`config.mk`:
```
export PLATFORM = sky130hd
export DESIGN_NAME = bg_regs
export DESIGN_NICKNAME = d
export VERILOG_FILES = /design/src/bg_pkg.sv /design/src/bg_regs.sv
export SDC_FILE = /design/constraint.sdc
export NUM_CORES = 1
export LEC_CHECK = 0
export ABC_AREA = 1
export BUFFER_PORTS_ARGS = -buffer_cell sky130_fd_sc_hd__buf_2
export CORE_ASPECT_RATIO = 0.75
export CORE_MARGIN = 2
export CORE_UTILIZATION = 52
export CTS_CLUSTER_DIAMETER = 50
export DETAILED_ROUTE_END_ITERATION = 8
export HOLD_SLACK_MARGIN = 0.08
export PLACE_DENSITY = 0.8
export SETUP_SLACK_MARGIN = 0.5
export SLEW_MARGIN = 20
export SYNTH_ARGS = -nofsm -noshare
export SYNTH_HDL_FRONTEND = slang
export SYNTH_SLANG_ARGS = --single-unit
```
`constraint.sdc`:
```
create_clock -name CLK -period 1.4 [get_ports CLK]
set_input_delay 0.28 -clock CLK [delete_from_list [all_inputs] [get_ports CLK]]
set_output_delay 0.28 -clock CLK [all_outputs]
set_load 0.01 [all_outputs]
```
`src/bg_pkg.sv`:
```
// ---------------------------------------------------------------------------
// Shared constants for the tile background renderer.
// Tiles are 16x16 pixels at 4 bpp; one 16-bit word holds four pixels,
// so a tile row is four words and a whole tile is 64 words.
// buf_words() sizes a scanline buffer: one extra tile column for fine scroll.
// ---------------------------------------------------------------------------
package bg_pkg;

	localparam logic [3:0] REG_CTRL     = 4'd0;
	localparam logic [3:0] REG_SCROLL_X = 4'd1;
	localparam logic [3:0] REG_SCROLL_Y = 4'd2;
	localparam logic [3:0] REG_MAP_BASE = 4'd3;
	localparam logic [3:0] REG_SET_BASE = 4'd4;

	// control word fields
	localparam int CTRL_EN_BIT     = 0;
	localparam int CTRL_PAL_LSB    = 4;	// 4 bits
	localparam int CTRL_STRIDE_LSB = 8;	// 2 bits, 0 = 256 tiles per row

	localparam int TILE_PIX       = 16;
	localparam int WORDS_PER_TILE = 64;
	localparam logic [7:0] TRANSPARENT_TILE = 8'hff;

	typedef enum logic [2:0] {
		F_IDLE,
		F_BEGIN,
		F_MAP_REQ,
		F_DATA_REQ,
		F_ADVANCE
	} fetch_state_t;

	function automatic int buf_words(int screen_w);
		return (screen_w / TILE_PIX + 1) * (WORDS_PER_TILE / TILE_PIX);
	endfunction

endpackage

```
`src/bg_regs.sv`:
```
// ---------------------------------------------------------------------------
// CPU configuration registers of the background layer.
// A write is visible on the outputs in the cycle after WR.
// Addresses above REG_SET_BASE are ignored; all registers clear on reset.
// ---------------------------------------------------------------------------
`timescale 1ns/10ps

module bg_regs (
	input  logic        CLK,
	input  logic        RSTb,
	input  logic [3:0]  ADDRESS,
	input  logic [15:0] DATA_IN,
	input  logic        WR,
	output logic        enable,
	output logic [3:0]  pal_hi,
	output logic [1:0]  stride,
	output logic [15:0] scroll_x,
	output logic [15:0] scroll_y,
	output logic [15:0] map_base,
	output logic [15:0] set_base
);

	always_ff @(posedge CLK) begin
		if (!RSTb) begin
			enable   <= 1'b0;
			pal_hi   <= 4'd0;
			stride   <= 2'd0;
			scroll_x <= 16'h0000;
			scroll_y <= 16'h0000;
			map_base <= 16'h0000;
			set_base <= 16'h0000;
		end else if (WR) begin
			case (ADDRESS)
				bg_pkg::REG_CTRL: begin
					enable <= DATA_IN[bg_pkg::CTRL_EN_BIT];
					pal_hi <= DATA_IN[bg_pkg::CTRL_PAL_LSB +: 4];
					stride <= DATA_IN[bg_pkg::CTRL_STRIDE_LSB +: 2];
				end
				bg_pkg::REG_SCROLL_X: scroll_x <= DATA_IN;
				bg_pkg::REG_SCROLL_Y: scroll_y <= DATA_IN;
				bg_pkg::REG_MAP_BASE: map_base <= DATA_IN;	// word address
				bg_pkg::REG_SET_BASE: set_base <= DATA_IN;
				default: ;
			endcase
		end
	end

endmodule

```
-- After elaboration in Yosys (flattened, before gate mapping)
Index checks and enable logic that the tools add are counted.
- eq/ne operators: 4
- reduce and logical (&&, ||, !) cells: 6
- operators by type and width (cell ; count):
    AND reduction 2 bit ; 5
    equality test 4 x 2 -> 1 bit (second input constant) ; 2
    equality test 4 x 1 -> 1 bit (second input constant) ; 1
    equality test 4 x 3 -> 1 bit (second input constant) ; 1
    zero test 4 bit ; 1
- flip-flop bits (word level): 71

-- Depth between registers and ports, before layout
- depth in word-level cells: 2
- gate-level depth with buffers: 7
- depth with buffers taken out: 6

-- Least setup slack after synthesis
No wires, ideal clock.
- path type: in2reg
- start: input ADDRESS[3]
- end: register scroll_x[0]
- setup time: 0.113 ns
- arrival time: 1.013 ns
- data required time: 1.287 ns
- slack: 0.275 ns
- stages: 6
- cells stage by stage: nor2_2 > buf_2 > buf_2 > nand4_1 > nand2_1 > nor2_1
- cells in the longest elaborated chain, start to end: 2
- RTL lines (item ; RTL line ; source):
    from (decl) ; bg_regs.sv:11 ; input logic [3:0] ADDRESS,
    equality test 4 x 1 -> 1 bit ; bg_regs.sv:33 ; case (ADDRESS)
    AND reduction 2 bit (no line) ; n/a ;
    to (signal assigned) ; bg_regs.sv:28 ; scroll_x <= 16'h0000;
    to (signal assigned) ; bg_regs.sv:39 ; bg_pkg::REG_SCROLL_X: scroll_x <= DATA_IN;
    to (decl) ; bg_regs.sv:17 ; output logic [15:0] scroll_x,
No other way between the ends.
A chain may end at the register's enable or synchronous reset.

-- Worst setup path in the final report
- start: register pal_hi[3]
- end: output pal_hi[3]
- RTL lines (item ; RTL line ; source):
    from (decl) ; bg_regs.sv:15 ; output logic [3:0] pal_hi,
    from (signal assigned) ; bg_regs.sv:36 ; pal_hi <= DATA_IN[bg_pkg::CTRL_PAL_LSB +: 4];
No word-level cell between the ends.

==> results.py <==
metrics = {
    "yosys": {
        "synth_largest_type_area_fraction_pct": 42.88,
        "seq_area_frac_synth_pct": 42.88,
        "ys.warnings.count": 0,
        "synth_top_cell_by_area": "sky130_fd_sc_hd__dfxtp_1",
        "post_synth_instance_area_mm2": 0.003314,
        "synth_seq_cells": 71,
        "post_synth_main_area_contributors": "sky130_fd_sc_hd__dfxtp_1 43%, sky130_fd_sc_hd__nand4_1 13%, sky130_fd_sc_hd__nand2_1 13%",
        "synthesized_netlist_net_count": 525,
        "synth.distinct_cells": 16,
        "post_synth_inst_count": 502,
        "syn_avg_cell_area_um2": 6.602,
    },
    "timing": {
        "setup_tns_ns": 0,
        "tightestPinTransition_ns": 0.4027,
        "final_max_slew_viol_count": 0,
        "timing.final.ws_setup_ns": 0.2687,
        "rsz0062_at_grt": "true",
        "final.period_utilization_pct": 80.80,
        "final_period_minus_worst_setup_slack_ns": 1.131,
        "max_clock_freq_ghz": 0.8840,
        "final-setup-viol-count": 0,
        "clock_skew_ns": 0,
        "timing.max_slew.rel_slack_pct": 73.09,
        "hold_viol": 0,
    },
    "die": {
        "design.die.area_mm2": 0.007035,
        "fp.dieW_um": 96.19,
        "core_area_mm2": 0.006225,
        "dieHeight_um": 73.14,
        "ioPinCount": 94,
        "row_count": 25,
        "initial_util_pct": 53.25,
    },
    "power": {
        "p_comb_share_pct": 16.7,
        "power_report.internal_total_w": 0.003012,
        "power.density_cell_area_mw_per_mm2": 861.4,
        "vdd_drop_max_uv": 579.3,
        "static-leakage-power_nw": 2.388,
        "pwr-share-clk_pct": 34.6,
        "seq_power_share_pct": 48.8,
        "power.switching_fraction_pct": 30.30,
        "switching_power_total_w": 0.001310,
    },
    "placed_design": {
        "routabilityCongestion": 0.8432,
        "dp_worst_setup_slack_ns": 0.1099,
        "place.port_buffers": 93,
        "detailedPlacementHpwl_mm": 6.166,
    },
    "worst_setup_path": {
        "timing.critical_path.max_delay_family": "flip-flops",
        "setup.worst_path.class": "reg2out",
        "required_ns": 1.12,
        "critical_path_peak_fanout": 2,
        "timing.critical_path.arrival_ns": 0.85,
        "timing.critical_path.slowest_cell_delay_ns": 0.37,
        "crit_buf_inv": 1,
        "worst-r2r-setup-slack_ns": 0.46,
        "slowest_stage_cell_cp": "sky130_fd_sc_hd__dfxtp_2",
        "start_kind": "flip-flop",
        "setup.worst_path.end_class": "output port",
        "path_cells": "buf_6",
    },
    "status": {
        "status": "finished clean",
    },
    "global_route": {
        "antenna_found_initial": 0,
        "globalRouteTotalUtil_pct": 30.01,
        "grt_pass1_wl_mm": 15.88,
        "via_count_of_the_first_global_routing_pass": 3242,
        "grt_max_degree": 47,
        "grt_overflow": 0,
    },
    "cts": {
        "clock_sink_count": 71,
        "clock_tree.buffer_depth": 2,
        "cts-root-buf": "sky130_fd_sc_hd__clkbuf_8",
        "numCtsBuffers": 9,
        "clk_pin_slew_ns": 0.08,
        "worstSkewPairLatency_ns": 0.36,
        "cts-htree-levels": 3,
        "cts_tree": "built",
    },
    "routing": {
        "pre_antenna_drt_iters": 6,
        "detailedRoute.firstIterationViolations": 521,
        "wirelength_mm": 12.16,
        "dr_total_vias": 3951,
        "detail_route.vias_per_cell": 5.693,
        "wl_per_cell_um": 17.52,
        "drtAntennaViolNets": 0,
        "remaining_drc_errors": 0,
    },
    "flow_run": {
        "max-cap-violations": 0,
    },
    "cells_and_area": {
        "syn2layout_area_growth_pct": 51.38,
        "layout_commonest_cell": "sky130_fd_sc_hd__nand2_1",
        "n_antenna_cell": 0,
        "nNetsFinal": 631,
        "nFillCells": 383,
        "most-common-layout-cells": "111 x sky130_fd_sc_hd__nand2_1, 103 x sky130_fd_sc_hd__nor2_1, 96 x sky130_fd_sc_hd__inv_1",
        "post_route_cells_drive_above_1_share_pct": 37.85,
    },
    "worst_hold_path": {
        "hold_path_class": "in2reg",
    },
}
-- synthesized netlist by cell type --
cell / instances
sky130_fd_sc_hd__buf_1: 12
sky130_fd_sc_hd__buf_2: 9
sky130_fd_sc_hd__buf_4: 4
sky130_fd_sc_hd__buf_6: 1
sky130_fd_sc_hd__clkbuf_1: 6
sky130_fd_sc_hd__clkinv_2: 1
sky130_fd_sc_hd__dfxtp_1: 71
sky130_fd_sc_hd__inv_1: 99
sky130_fd_sc_hd__nand2_1: 114
sky130_fd_sc_hd__nand3_1: 2
sky130_fd_sc_hd__nand3_2: 1
sky130_fd_sc_hd__nand3_4: 1
sky130_fd_sc_hd__nand4_1: 71
sky130_fd_sc_hd__nor2_1: 104
sky130_fd_sc_hd__nor2_2: 1
sky130_fd_sc_hd__nor2_4: 5
-- flip-flops by register name, summed over array words and instances (netlist names) --
name	flops
pal_hi	4
set_base	16
scroll_x	16
scroll_y	16
stride	2
map_base	16
enable	1
-- metrics by stage --
stage | utilization [%] | instance area (µm²) | hold slack (ns) | cells | power, W
after global placement | 62.97 | 3920 | 0.4630 | 653 | 0.002634
final | 80.60 | 5017 | 0.3508 | 694 | 0.004322
after global routing | 80.60 | 5017 | 0.3678 | 694 | 0.004444
after CTS | 75.48 | 4698 | 0.3480 | 676 | 0.004160
after detailed placement | 62.97 | 3920 | 0.4744 | 653 | 0.002645
after floorplan | - | 3470 | 0.5035 | 502 | 0.002484
-- cells by family (layout without fill, tap and decap cells) --
group,after synthesis,after routing,synth area share [%]
AND/OR/NAND/NOR,299,301,41.11
buffers and inverters,132,241,16.01
flip-flops,71,71,42.88
-- area by class of cell --
class                           instances  area (µm²)  share of cell area, %
Sequential cell                        71        1510                  30.10
Multi-Input combinational cell        301        1450                  28.90
Timing Repair Buffer                  125        1391                  27.73
Inverter                              100       390.4                  7.781
Clock buffer                            9       123.9                  2.469
Tap cell                               81       101.3                  2.020
Clock inverter                          7       50.05                 0.9975
-- path summary, 6_finish.rpt --
path,startpoint,end,cells after the start
worst max-delay path,pal_hi[3],pal_hi[3],1
worst min-delay path,ADDRESS[3],set_base[13],5
worst max register to register,map_base[13],map_base[13],6
worst min register to register,scroll_y[12],scroll_y[12],2
-- timing repair --
item	in CTS	in global routing
setup buffers	6	12
endpoints found under the setup margin	80	142
gates resized for setup	143	20
gates cloned	1	6
hold buffers	0	0
pin swaps	2	9
-- worst reg2reg max path: cells and delay by family (launching register included) --
kind                   cells  cell delay (ns)
AND/OR/NAND/NOR            2             0.11
flip-flops                 1             0.34
buffers and inverters      4             0.37
-- power groups by stage --
stage	clock (W)	sequential, W	combinational, W
6_report	0.00149	0.00211	0.000721
4_1_cts	0.00148	0.00210	0.000575
2_1_floorplan	0	0.00215	0.000331
3_3_place_gp	0	0.00213	0.000501
3_5_place_dp	0	0.00213	0.000511
5_1_grt	0.00157	0.00211	0.000760
-- per-layer routing --
| layer | vias up | global-route usage [%] | part of all wire, % |
|---|---|---|---|
| met4 | 0 | 9.683 | 4.9 |
| met5 | - | 0 | 0 |
| met3 | 78 | 8.161 | 13 |
| li1 | 1752 | - | - |
| met2 | 334 | 49.38 | 45 |
| met1 | 1787 | 38.28 | 37 |
Power figures use the tool's default switching activity.
