===== config.mk =====
export PLATFORM = sky130hd
export DESIGN_NAME = tile_fetch_flat
export DESIGN_NICKNAME = d
export VERILOG_FILES = /design/src/bg_pkg.sv /design/src/mem_rd_if.sv /design/src/tile_fetch.sv /design/src/flat_wrapper.sv
export SDC_FILE = /design/constraint.sdc
export NUM_CORES = 1
export LEC_CHECK = 0
export BUFFER_PORTS_ARGS = -buffer_cell sky130_fd_sc_hd__buf_2
export CAP_MARGIN = 10
export CELL_PAD_IN_SITES_DETAIL_PLACEMENT = 1
export CELL_PAD_IN_SITES_GLOBAL_PLACEMENT = 1
export CORE_ASPECT_RATIO = 0.5
export CORE_MARGIN = 2
export CORE_UTILIZATION = 30
export DETAILED_ROUTE_END_ITERATION = 8
export PLACE_DENSITY = 0.64
export SLEW_MARGIN = 40
export SYNTH_ARGS = -nofsm -noshare
export SYNTH_HDL_FRONTEND = slang
export SYNTH_SLANG_ARGS = --single-unit

===== constraint.sdc =====
create_clock -name CLK -period 4.4 [get_ports CLK]
set_input_delay 0.44 -clock CLK [delete_from_list [all_inputs] [get_ports CLK]]
set_output_delay 0.44 -clock CLK [all_outputs]
set_load 0.01 [all_outputs]

===== src/bg_pkg.sv =====
// ---------------------------------------------------------------------------
// Shared constants for the tile background renderer.
// Tiles are 16x16 pixels at 4 bpp; one 16-bit word holds four pixels,
// so a tile row is four words and a whole tile is 64 words.
// buf_words() sizes a scanline buffer: one extra tile column for fine scroll.
// ---------------------------------------------------------------------------
package bg_pkg;

	localparam logic [3:0] REG_CTRL     = 4'd0;
	localparam logic [3:0] REG_SCROLL_X = 4'd1;
	localparam logic [3:0] REG_SCROLL_Y = 4'd2;
	localparam logic [3:0] REG_MAP_BASE = 4'd3;
	localparam logic [3:0] REG_SET_BASE = 4'd4;

	// control word fields
	localparam int CTRL_EN_BIT     = 0;
	localparam int CTRL_PAL_LSB    = 4;	// 4 bits
	localparam int CTRL_STRIDE_LSB = 8;	// 2 bits, 0 = 256 tiles per row

	localparam int TILE_PIX       = 16;
	localparam int WORDS_PER_TILE = 64;
	localparam logic [7:0] TRANSPARENT_TILE = 8'hff;

	typedef enum logic [2:0] {
		F_IDLE,
		F_BEGIN,
		F_MAP_REQ,
		F_DATA_REQ,
		F_ADVANCE
	} fetch_state_t;

	function automatic int buf_words(int screen_w);
		return (screen_w / TILE_PIX + 1) * (WORDS_PER_TILE / TILE_PIX);
	endfunction

endpackage


===== src/mem_rd_if.sv =====
// ---------------------------------------------------------------------------
// Memory read channel towards the external arbiter.
// valid rises with a word address and both hold until ready; data is
// sampled in the ready cycle, which also ends the request.
// ---------------------------------------------------------------------------
`timescale 1ns/10ps

interface mem_rd_if;
	logic [15:0] address;	// word address
	logic [15:0] data;
	logic        valid;
	logic        ready;

	modport fetch (output address, output valid, input data, input ready);

	modport top (input address, input valid, output data, output ready);

endinterface


===== src/tile_fetch.sv =====
// ---------------------------------------------------------------------------
// Per-line tile fetch engine.
// Starts on h_tick with enable high and fetches SCREEN_W/16+1 tile columns
// into the fill buffer. With ready always high a tile costs 7 cycles,
// a transparent one 3. Map addresses wrap at 17 bits (byte), data at 16.
// An h_tick during a line restarts it and abandons any open request.
// ---------------------------------------------------------------------------
`timescale 1ns/10ps

module tile_fetch #(
	parameter int  SCREEN_W = 320,
	localparam int AW       = $clog2(bg_pkg::buf_words(SCREEN_W))
) (
	input  logic          CLK,
	input  logic          RSTb,
	input  logic          h_tick,
	input  logic [9:0]    display_y,
	input  logic          enable,
	input  logic [1:0]    stride,
	input  logic [15:0]   scroll_x,
	input  logic [15:0]   scroll_y,
	input  logic [15:0]   map_base,
	input  logic [15:0]   set_base,
	mem_rd_if.fetch       mem,
	output logic [AW-1:0] wr_addr,
	output logic [15:0]   wr_data,
	output logic          wr_en,
	output logic          line_start
);

	localparam int NCOL      = SCREEN_W / bg_pkg::TILE_PIX + 1;
	localparam int CW        = AW - 2;
	localparam int ROW_WORDS = bg_pkg::WORDS_PER_TILE / bg_pkg::TILE_PIX;

	bg_pkg::fetch_state_t state;

	logic [9:0]    line_y;
	logic [CW-1:0] col;
	logic [1:0]    quarter;
	logic [16:0]   map_byte;	// byte address of the current map entry
	logic [7:0]    tile;
	logic [15:0]   addr_r;
	logic          valid_r;

	logic [15:0] y_pos;
	logic [3:0]  pix_row;
	logic [11:0] map_row;
	logic [16:0] row_offset;
	logic [16:0] line_map;
	logic [16:0] next_map;
	logic [15:0] tile_word;

	assign line_start = h_tick && enable;

	always_comb begin
		y_pos      = scroll_y + {6'd0, line_y};
		pix_row    = y_pos[3:0];
		map_row    = y_pos[15:4];
		// row * stride, stride code n means 256 >> n tiles per row
		row_offset = 17'({map_row, 8'd0} >> stride);
		line_map   = {map_base, 1'b0} + row_offset + {5'd0, scroll_x[15:4]};
		next_map   = map_byte + 17'd1;
		tile_word  = set_base + 16'(tile) * 16'(bg_pkg::WORDS_PER_TILE)
			+ 16'(pix_row) * 16'(ROW_WORDS);
	end

	always_ff @(posedge CLK) begin
		if (!RSTb) begin
			state   <= bg_pkg::F_IDLE;
			valid_r <= 1'b0;
		end else if (line_start) begin
			state   <= bg_pkg::F_BEGIN;
			valid_r <= 1'b0;
			line_y  <= display_y;
		end else begin
			case (state)
				bg_pkg::F_IDLE: ;
				bg_pkg::F_BEGIN: begin
					map_byte <= line_map;
					addr_r   <= line_map[16:1];
					col      <= '0;
					valid_r  <= 1'b1;
					state    <= bg_pkg::F_MAP_REQ;
				end
				bg_pkg::F_MAP_REQ: if (mem.ready) begin
					tile    <= map_byte[0] ? mem.data[15:8] : mem.data[7:0];
					valid_r <= 1'b0;
					state   <= bg_pkg::F_DATA_REQ;
				end
				bg_pkg::F_DATA_REQ: begin
					if (!valid_r) begin	// setup cycle
						if (tile == bg_pkg::TRANSPARENT_TILE) begin
							state <= bg_pkg::F_ADVANCE;
						end else begin
							addr_r  <= tile_word;
							quarter <= 2'd0;
							valid_r <= 1'b1;
						end
					end else if (mem.ready) begin
						addr_r  <= addr_r + 16'd1;
						quarter <= quarter + 2'd1;
						if (quarter == 2'd3) begin
							valid_r <= 1'b0;
							state   <= bg_pkg::F_ADVANCE;
						end
					end
				end
				bg_pkg::F_ADVANCE: begin
					if (col == CW'(NCOL - 1)) begin
						state <= bg_pkg::F_IDLE;
					end else begin
						col      <= col + 1'b1;
						map_byte <= next_map;
						addr_r   <= next_map[16:1];
						valid_r  <= 1'b1;
						state    <= bg_pkg::F_MAP_REQ;
					end
				end
				default: state <= bg_pkg::F_IDLE;
			endcase
		end
	end

	assign mem.address = addr_r;
	assign mem.valid   = valid_r;

	// data words go straight into the fill buffer
	assign wr_en   = (state == bg_pkg::F_DATA_REQ) && valid_r && mem.ready;
	assign wr_addr = {col, quarter};
	assign wr_data = mem.data;

endmodule


===== src/flat_wrapper.sv =====
// flat-port wrapper written by rule: the top's interface ports become plain ports
module tile_fetch_flat 
#(
	parameter int  SCREEN_W = 320,
	localparam int AW       = $clog2(bg_pkg::buf_words(SCREEN_W))
)
  (CLK, RSTb, h_tick, display_y, enable, stride, scroll_x, scroll_y, map_base, set_base, wr_addr, wr_data, wr_en, line_start, mem_address, mem_valid, mem_data, mem_ready);
  mem_rd_if mem_i ();
  input  logic CLK;
  input  logic RSTb;
  input  logic h_tick;
  input  logic [9:0] display_y;
  input  logic enable;
  input  logic [1:0] stride;
  input  logic [15:0] scroll_x;
  input  logic [15:0] scroll_y;
  input  logic [15:0] map_base;
  input  logic [15:0] set_base;
  output logic [AW-1:0] wr_addr;
  output logic [15:0] wr_data;
  output logic wr_en;
  output logic line_start;
  output wire logic [$bits(mem_i.address)-1:0] mem_address;
  output wire logic [$bits(mem_i.valid)-1:0] mem_valid;
  input wire logic [$bits(mem_i.data)-1:0] mem_data;
  input wire logic [$bits(mem_i.ready)-1:0] mem_ready;
  assign mem_address = mem_i.address;
  assign mem_valid = mem_i.valid;
  assign mem_i.data = mem_data;
  assign mem_i.ready = mem_ready;
  tile_fetch #(.SCREEN_W(SCREEN_W)) u_core (.CLK(CLK), .RSTb(RSTb), .h_tick(h_tick), .display_y(display_y), .enable(enable), .stride(stride), .scroll_x(scroll_x), .scroll_y(scroll_y), .map_base(map_base), .set_base(set_base), .mem(mem_i), .wr_addr(wr_addr), .wr_data(wr_data), .wr_en(wr_en), .line_start(line_start));
endmodule

# ---- After elaboration in Yosys (flattened, before gate mapping)
# Cells that the tools add are included.
dict set report word_totals {
  ram_bits 0
  romBits 0
  mem_count 0
  elab_cells 86
  reg_bits 62
  out_inout_bits 42
  input_bits 97
  latchBits 0
}
dict set report classes {
  shifts 1
  n_eq_ne 20
  multipliers 0
  magnitude_cmp 0
  n_reduce_logical 16
  n_bitwise 3
  n_addsub 9
  n_mux 28
  n_div 0
}
# cell count
set op_table {}
lappend op_table {{$mux 16} 4}
lappend op_table {{$pmux 16 s3} 1}
lappend op_table {{$pmux 17 s2} 1}
lappend op_table {{$shr 20x2->17} 1}
lappend op_table {{$add 17x1->17 const B} 1}
lappend op_table {{$add 17x12->17} 1}
lappend op_table {{$add 17x17->17} 1}
lappend op_table {{$mux 17} 1}
lappend op_table {{$add 16x1->16 const B} 1}
lappend op_table {{$add 16x10->16} 1}
lappend op_table {{$add 16x14->16} 1}
lappend op_table {{$add 16x6->16} 1}
lappend op_table {{$mux 3} 5}
lappend op_table {{$pmux 3 s5} 1}
lappend op_table {{$reduce_and 5->1} 3}
lappend op_table {{$pmux 5 s2} 1}
lappend op_table {{$ne 3x3->1 const B} 3}
lappend op_table {{$eq 8x8->1 const B} 1}
lappend op_table {{$mux 2} 4}
lappend op_table {{$mux 8} 1}
lappend op_table {{$ne 2x2->1 const B} 4}
lappend op_table {{$ne 4x4->1 const B} 2}
lappend op_table {{$reduce_and 4->1} 2}
lappend op_table {{$mux 1} 7}
lappend op_table {{23 further kinds} 28}

# ---- Logic depth before layout (Yosys ltp)
dict set report depth {
  word_depth 6
  mapped_depth 20
  ltp_nobuf 20
}

# ---- Worst setup path before layout
# Ideal clock, no wire load.
dict set report synth_timing {
  path_type {input -> register}
  startpoint {input scroll_y[1]}
  endpoint {register u_core.addr_r[15], in the netlist u_core.mem.address[15] (data pin)}
  required_time_ns 4.134
  setup_ns 0.266
  setup_slack_ns -0.350
  n_path_buf 0
  arrival_time_ns 4.485
  cell_stages 18
  cell_sequence {ha_1 -> a211oi_1 -> o21ai_0 -> and2_1 -> o21a_1 -> nor2_1 -> xnor2_1 -> mux2i_1 -> mux2_2 -> fa_1 -> inv_1 -> ha_1 -> or4_1 -> a311oi_2 -> o31ai_1 -> xnor2_2 -> a41oi_1 -> or3b_1}
}
dict set report synth_between {
  elab_chain_len 5
  word_cells_on_any_way 8
  classes_between {add/sub: 4; shift: 1; mux: 3}
}
# item line
set synth_rtl {}
lappend synth_rtl {{start, declared} flat_wrapper.sv:16} ;# input logic [15:0] scroll_y;
lappend synth_rtl {{$add 16x10->16 (*)} tile_fetch.sv:56} ;# y_pos = scroll_y + {6'd0, line_y};
lappend synth_rtl {{$shr 20x2->17 / $add 16x6->16 (equally long branches)} {tile_fetch.sv:60, tile_fetch.sv:64}}
lappend synth_rtl {{$add 17x17->17 / $mux 16 (equally long branches)} {tile_fetch.sv:61, tile_fetch.sv:92}}
lappend synth_rtl {{$add 17x12->17 / $mux 16 (equally long branches)} {tile_fetch.sv:61, tile_fetch.sv:91}}
lappend synth_rtl {{$pmux 16 s3 (*)} tile_fetch.sv:76} ;# case (state)
lappend synth_rtl {{end signal, assigned} tile_fetch.sv:80} ;# addr_r <= line_map[16:1];
lappend synth_rtl {{end signal, assigned} tile_fetch.sv:95} ;# addr_r <= tile_word;
lappend synth_rtl {{end signal, assigned} tile_fetch.sv:100} ;# addr_r <= addr_r + 16'd1;
lappend synth_rtl {{end, declared} tile_fetch.sv:42} ;# logic [15:0] addr_r;
# Every way passes the cells marked *; elsewhere a longest branch is shown, timed or not. The select of a mux whose other input is x is not followed.
# A chain may end at the register's enable or synchronous reset.

# ---- Worst setup path after layout
dict set report layout_timing {
  startpoint {register u_core.line_y[1]}
  endpoint {register u_core.addr_r[15], in the netlist u_core.mem.address[15] (data pin)}
}
dict set report layout_between {
  elab_chain_len 5
  word_cells_on_any_way 8
  classes_between {add/sub: 4; shift: 1; mux: 3}
}
# item line
set layout_rtl {}
lappend layout_rtl {{start, declared} tile_fetch.sv:37} ;# logic [9:0] line_y;
lappend layout_rtl {{start signal, assigned} tile_fetch.sv:74} ;# line_y <= display_y;
lappend layout_rtl {{$add 16x10->16 (*)} tile_fetch.sv:56}
lappend layout_rtl {{$shr 20x2->17 / $add 16x6->16 (equally long branches)} {tile_fetch.sv:60, tile_fetch.sv:64}}
lappend layout_rtl {{$add 17x17->17 / $mux 16 (equally long branches)} {tile_fetch.sv:61, tile_fetch.sv:92}}
lappend layout_rtl {{$add 17x12->17 / $mux 16 (equally long branches)} {tile_fetch.sv:61, tile_fetch.sv:91}}
lappend layout_rtl {{$pmux 16 s3 (*)} tile_fetch.sv:76}
# Marked as above.

==> results by group <==
Status
  • Outcome: finished with violations
  • Failing checks: setup timing

Synth
  • Syn_nets: 799
  • Avg Inst Size Synth: 9.03 sq um
  • Yosys cell types: 60
  • Most common cell in the netlist: nand2_1
  • Seq cells post-synth: 62
  • Warnings, synthesis: 0
  • Area share of the largest cell type after synthesis: 0.300
  • Synth area leaders: edfxtp_1 30%, ha_1 11%, xnor2_1 5.9%
  • Post-synth EDFFs: 58
  • Synth Flop Type: edfxtp_1
  • Register area share after synthesis: 0.314
  • Commonest cells post-synth: 76 x nand2_1, 58 x edfxtp_1, 58 x nor2_1, 49 x ha_1, 39 x xnor2_1
  • Asr flop ratio synth: 0
  • Mapped Area: 5810 sq um
  • Syn Inst Count: 643
  • Cell type with the highest aggregate area in the netlist: edfxtp_1

Run
  • Max_cap viols: 0

Die
  • Starting density of the core: 0.311
  • # IOs: 139
  • Area of the core: 18,700 sq um
  • Die X: 201 microns
  • Die ar.: 20,600 sq um
  • Num rows: 35
  • Die height: 102 microns

Timing
  • RSZ-0062 raised after global routing: yes
  • Final Setup Violations: 8
  • Sum of negative setup slack: -1.31 ns
  • Final worst setup slack: -0.251 ns
  • Tcrit/Tclk final: 1.06
  • Slew at the pin closest to its max-slew limit: 0.727 ns
  • Slew headroom: 0.513
  • Hold Violations, Final: 0
  • Hold WS: 0.267 ns
  • Fmax: 215 MHz
  • Slew Viols, Final: 0
  • Clock skew: 0.0155 ns
  • Fin crit period: 4.65 ns

Global routing
  • GRT Residual Overflow: 0
  • Initial antenna violation count: 4
  • Total Routing Usage GR: 0.183
  • Pin count of the biggest net entering global routing: 29
  • First-pass GRT wire length: 29,400 microns
  • Vias in the first global route: 5,639

Detailed routing
  • Remaining antenna violation count: 0
  • DR vias/cell: 4.92
  • WL final: 18,600 microns
  • Wirelength per Cell: 17.1 microns
  • Vias: 5,348
  • # DRC: 0
  • Pre-antenna DRT Iters: 4
  • DR iter-0 viols: 184

Final layout
  • Core Util, Final: 0.419
  • Finished Layout Cells: 1,088
  • P&R area growth vs syn: 34.9%
  • Share of cells above drive strength 1: 0.359
  • Final nets: 979

Power
  • Power Dens Cells: 356 nW/um^2
  • Leak Pwr: 0.00331 uW
  • VDD IR-drop max: 0.000170 V

Clock network
  • Clock slew at reported path FFs: 0.06 ns
  • H-tree lvl count: 3
  • Inserted Clock Buffers: 9
  • CTS tree: built
  • Clk_lat worst skew: 0.35 ns
  • Root Buffer: clkbuf_16
  • CTS max path bufs: 2
  • CTS Sinks: 62

Placed design
  • DPL Wire Length: 14,800 microns
  • GPL Wtd Cong: 0.860
  • Pre-CTS WS: -0.533 ns
  • Inst Count DP: 1,057
  • I/O Buffers: 134

Worst setup path
  • Reg2reg end: u_core.mem.address[15]$_DFFE_PP_
  • CP Max Fanout: 3
  • Critical Path Start Type: register
  • Crit path cell chain: ha_4, a211oi_4, o21ai_2, and2_4, o21a_1, nor2_2, xnor2_2, mux2i_1, mux2_4, fa_1, inv_2, ha_4, or4_4, a311oi_4, o31ai_2, xnor2_2, a41oi_2, or3b_1
  • Reg2Reg Depth: 18
  • Crit. Startpoint: u_core.line_y[1]$_DFFE_PP_
  • Worst-path cell with the longest stage delay: fa_1
  • Worst EP arrival: 4.75 ns
  • Reg-to-reg slack, setup: -0.25 ns
  • Worst setup EP type: register
  • CP max stage delay: 0.52 ns
  • Reg2Reg Launch Point: u_core.line_y[1]$_DFFE_PP_
  • CP endpoint: u_core.mem.address[15]$_DFFE_PP_
  • CP required: 4.49 ns
  • Setup CP Type: register to register

Worst hold path
  • Hold/Removal Path Class: input port to register
## critical path, delay by kind of cell, from the launching register on
kind	cells	cell delay, ns
AND/OR/NAND/NOR	4	1.16
AO/OA/AOI/OAI	6	1.14
adder cells (fa/ha/maj)	3	0.94
flip-flops	1	0.43
multiplexers	2	0.39
XOR/XNOR	2	0.30
buffers and inverters	1	0.05
## per-stage QoR
stage	power, uW	cell area [sq um]
after floorplan	1460	5930
after global placement	1810	7140
after detailed placement	1840	7140
after CTS	2650	7580
after global routing	2970	7830
final	2790	7840
## registers in the layout, indices dropped and copies added, names as in the netlist
name,count
u_core.mem.valid,1
u_core.line_y,10
u_core.tile,8
u_core.mem.address,16
u_core.map_byte,17
u_core.quarter,2
u_core.state,3
u_core.col,5
## report_power, final
part | switching, uW | total (uW) | internal, uW | leakage, uW
Combinational | 669 | 1360 | 692 | 0.00261
Sequential | 24.4 | 752 | 727 | 0.000562
Clock | 298 | 680 | 382 | 0.000136
## how the worst min path moves through the flow
stage               cells past startpoint  slack [ns]                              end                             from
finish                                  1        0.27       u_core.line_y[5]$_DFFE_PP_                     display_y[5]
global route                            1        0.26       u_core.line_y[7]$_DFFE_PP_                     display_y[7]
CTS                                     1        0.26       u_core.line_y[5]$_DFFE_PP_                     display_y[5]
detailed placement                      1        0.59  u_core.quarter[0]$_SDFFCE_PN0P_  u_core.quarter[0]$_SDFFCE_PN0P_
global placement                        1        0.58  u_core.quarter[0]$_SDFFCE_PN0P_  u_core.quarter[0]$_SDFFCE_PN0P_
floorplan                               0        0.54       u_core.line_y[0]$_DFFE_PP_                     display_y[0]
## per-layer routing
| metal | part of all wire | global-route usage |
|---|---|---|
| met1 | 0.49 | 0.246 |
| met2 | 0.46 | 0.308 |
| met4 | 0.0055 | 0.0313 |
| met5 | 0.0011 | 0 |
| met3 | 0.042 | 0.0415 |
## repair_timing
item                                   in CTS  in global routing
pin swaps                                  18                 22
setup endpoints to repair                   8                 13
hold buffers                                0                  0
endpoints found under the hold margin       0                  0
gates resized for setup                    21                 36
buffers inserted                            9                  7
## layout make-up
class,instances,area (sq um)
fillers,2244,10900
repair buffers,202,1210
multi-input cells,519,4090
diodes,1,2.50
clock buffers,9,225
inverters,29,109
well taps,259,324
clock inverters,7,48.8
flip-flops and latches,62,1820
## cell usage in the layout (no fill, tap or decap), types with 10 or more instances in the layout
cell type / n
nor2_1: 57
buf_4: 64
xor2_1: 21
nor3_1: 12
nand2_1: 75
edfxtp_1: 58
a21oi_1: 27
o211ai_1: 10
o21ai_0: 21
xnor2_1: 36
ha_1: 39
buf_2: 134
nand3_1: 30
inv_1: 26
mux2i_1: 12
## kinds of logic (layout without fill, tap and decap cells)
kind of cell | count (synthesis) | count (layout) | share of synthesized area
flops | 62 | 62 | 0.314
other cells | 0 | 1 | 0
compound gates | 132 | 132 | 0.148
simple gates | 236 | 236 | 0.193
buf+inv | 62 | 247 | 0.0551
fa+ha+maj | 59 | 59 | 0.140
mux | 27 | 27 | 0.0508
xor+xnor | 65 | 65 | 0.0993
Note: power is estimated with default switching activity, not from simulation.
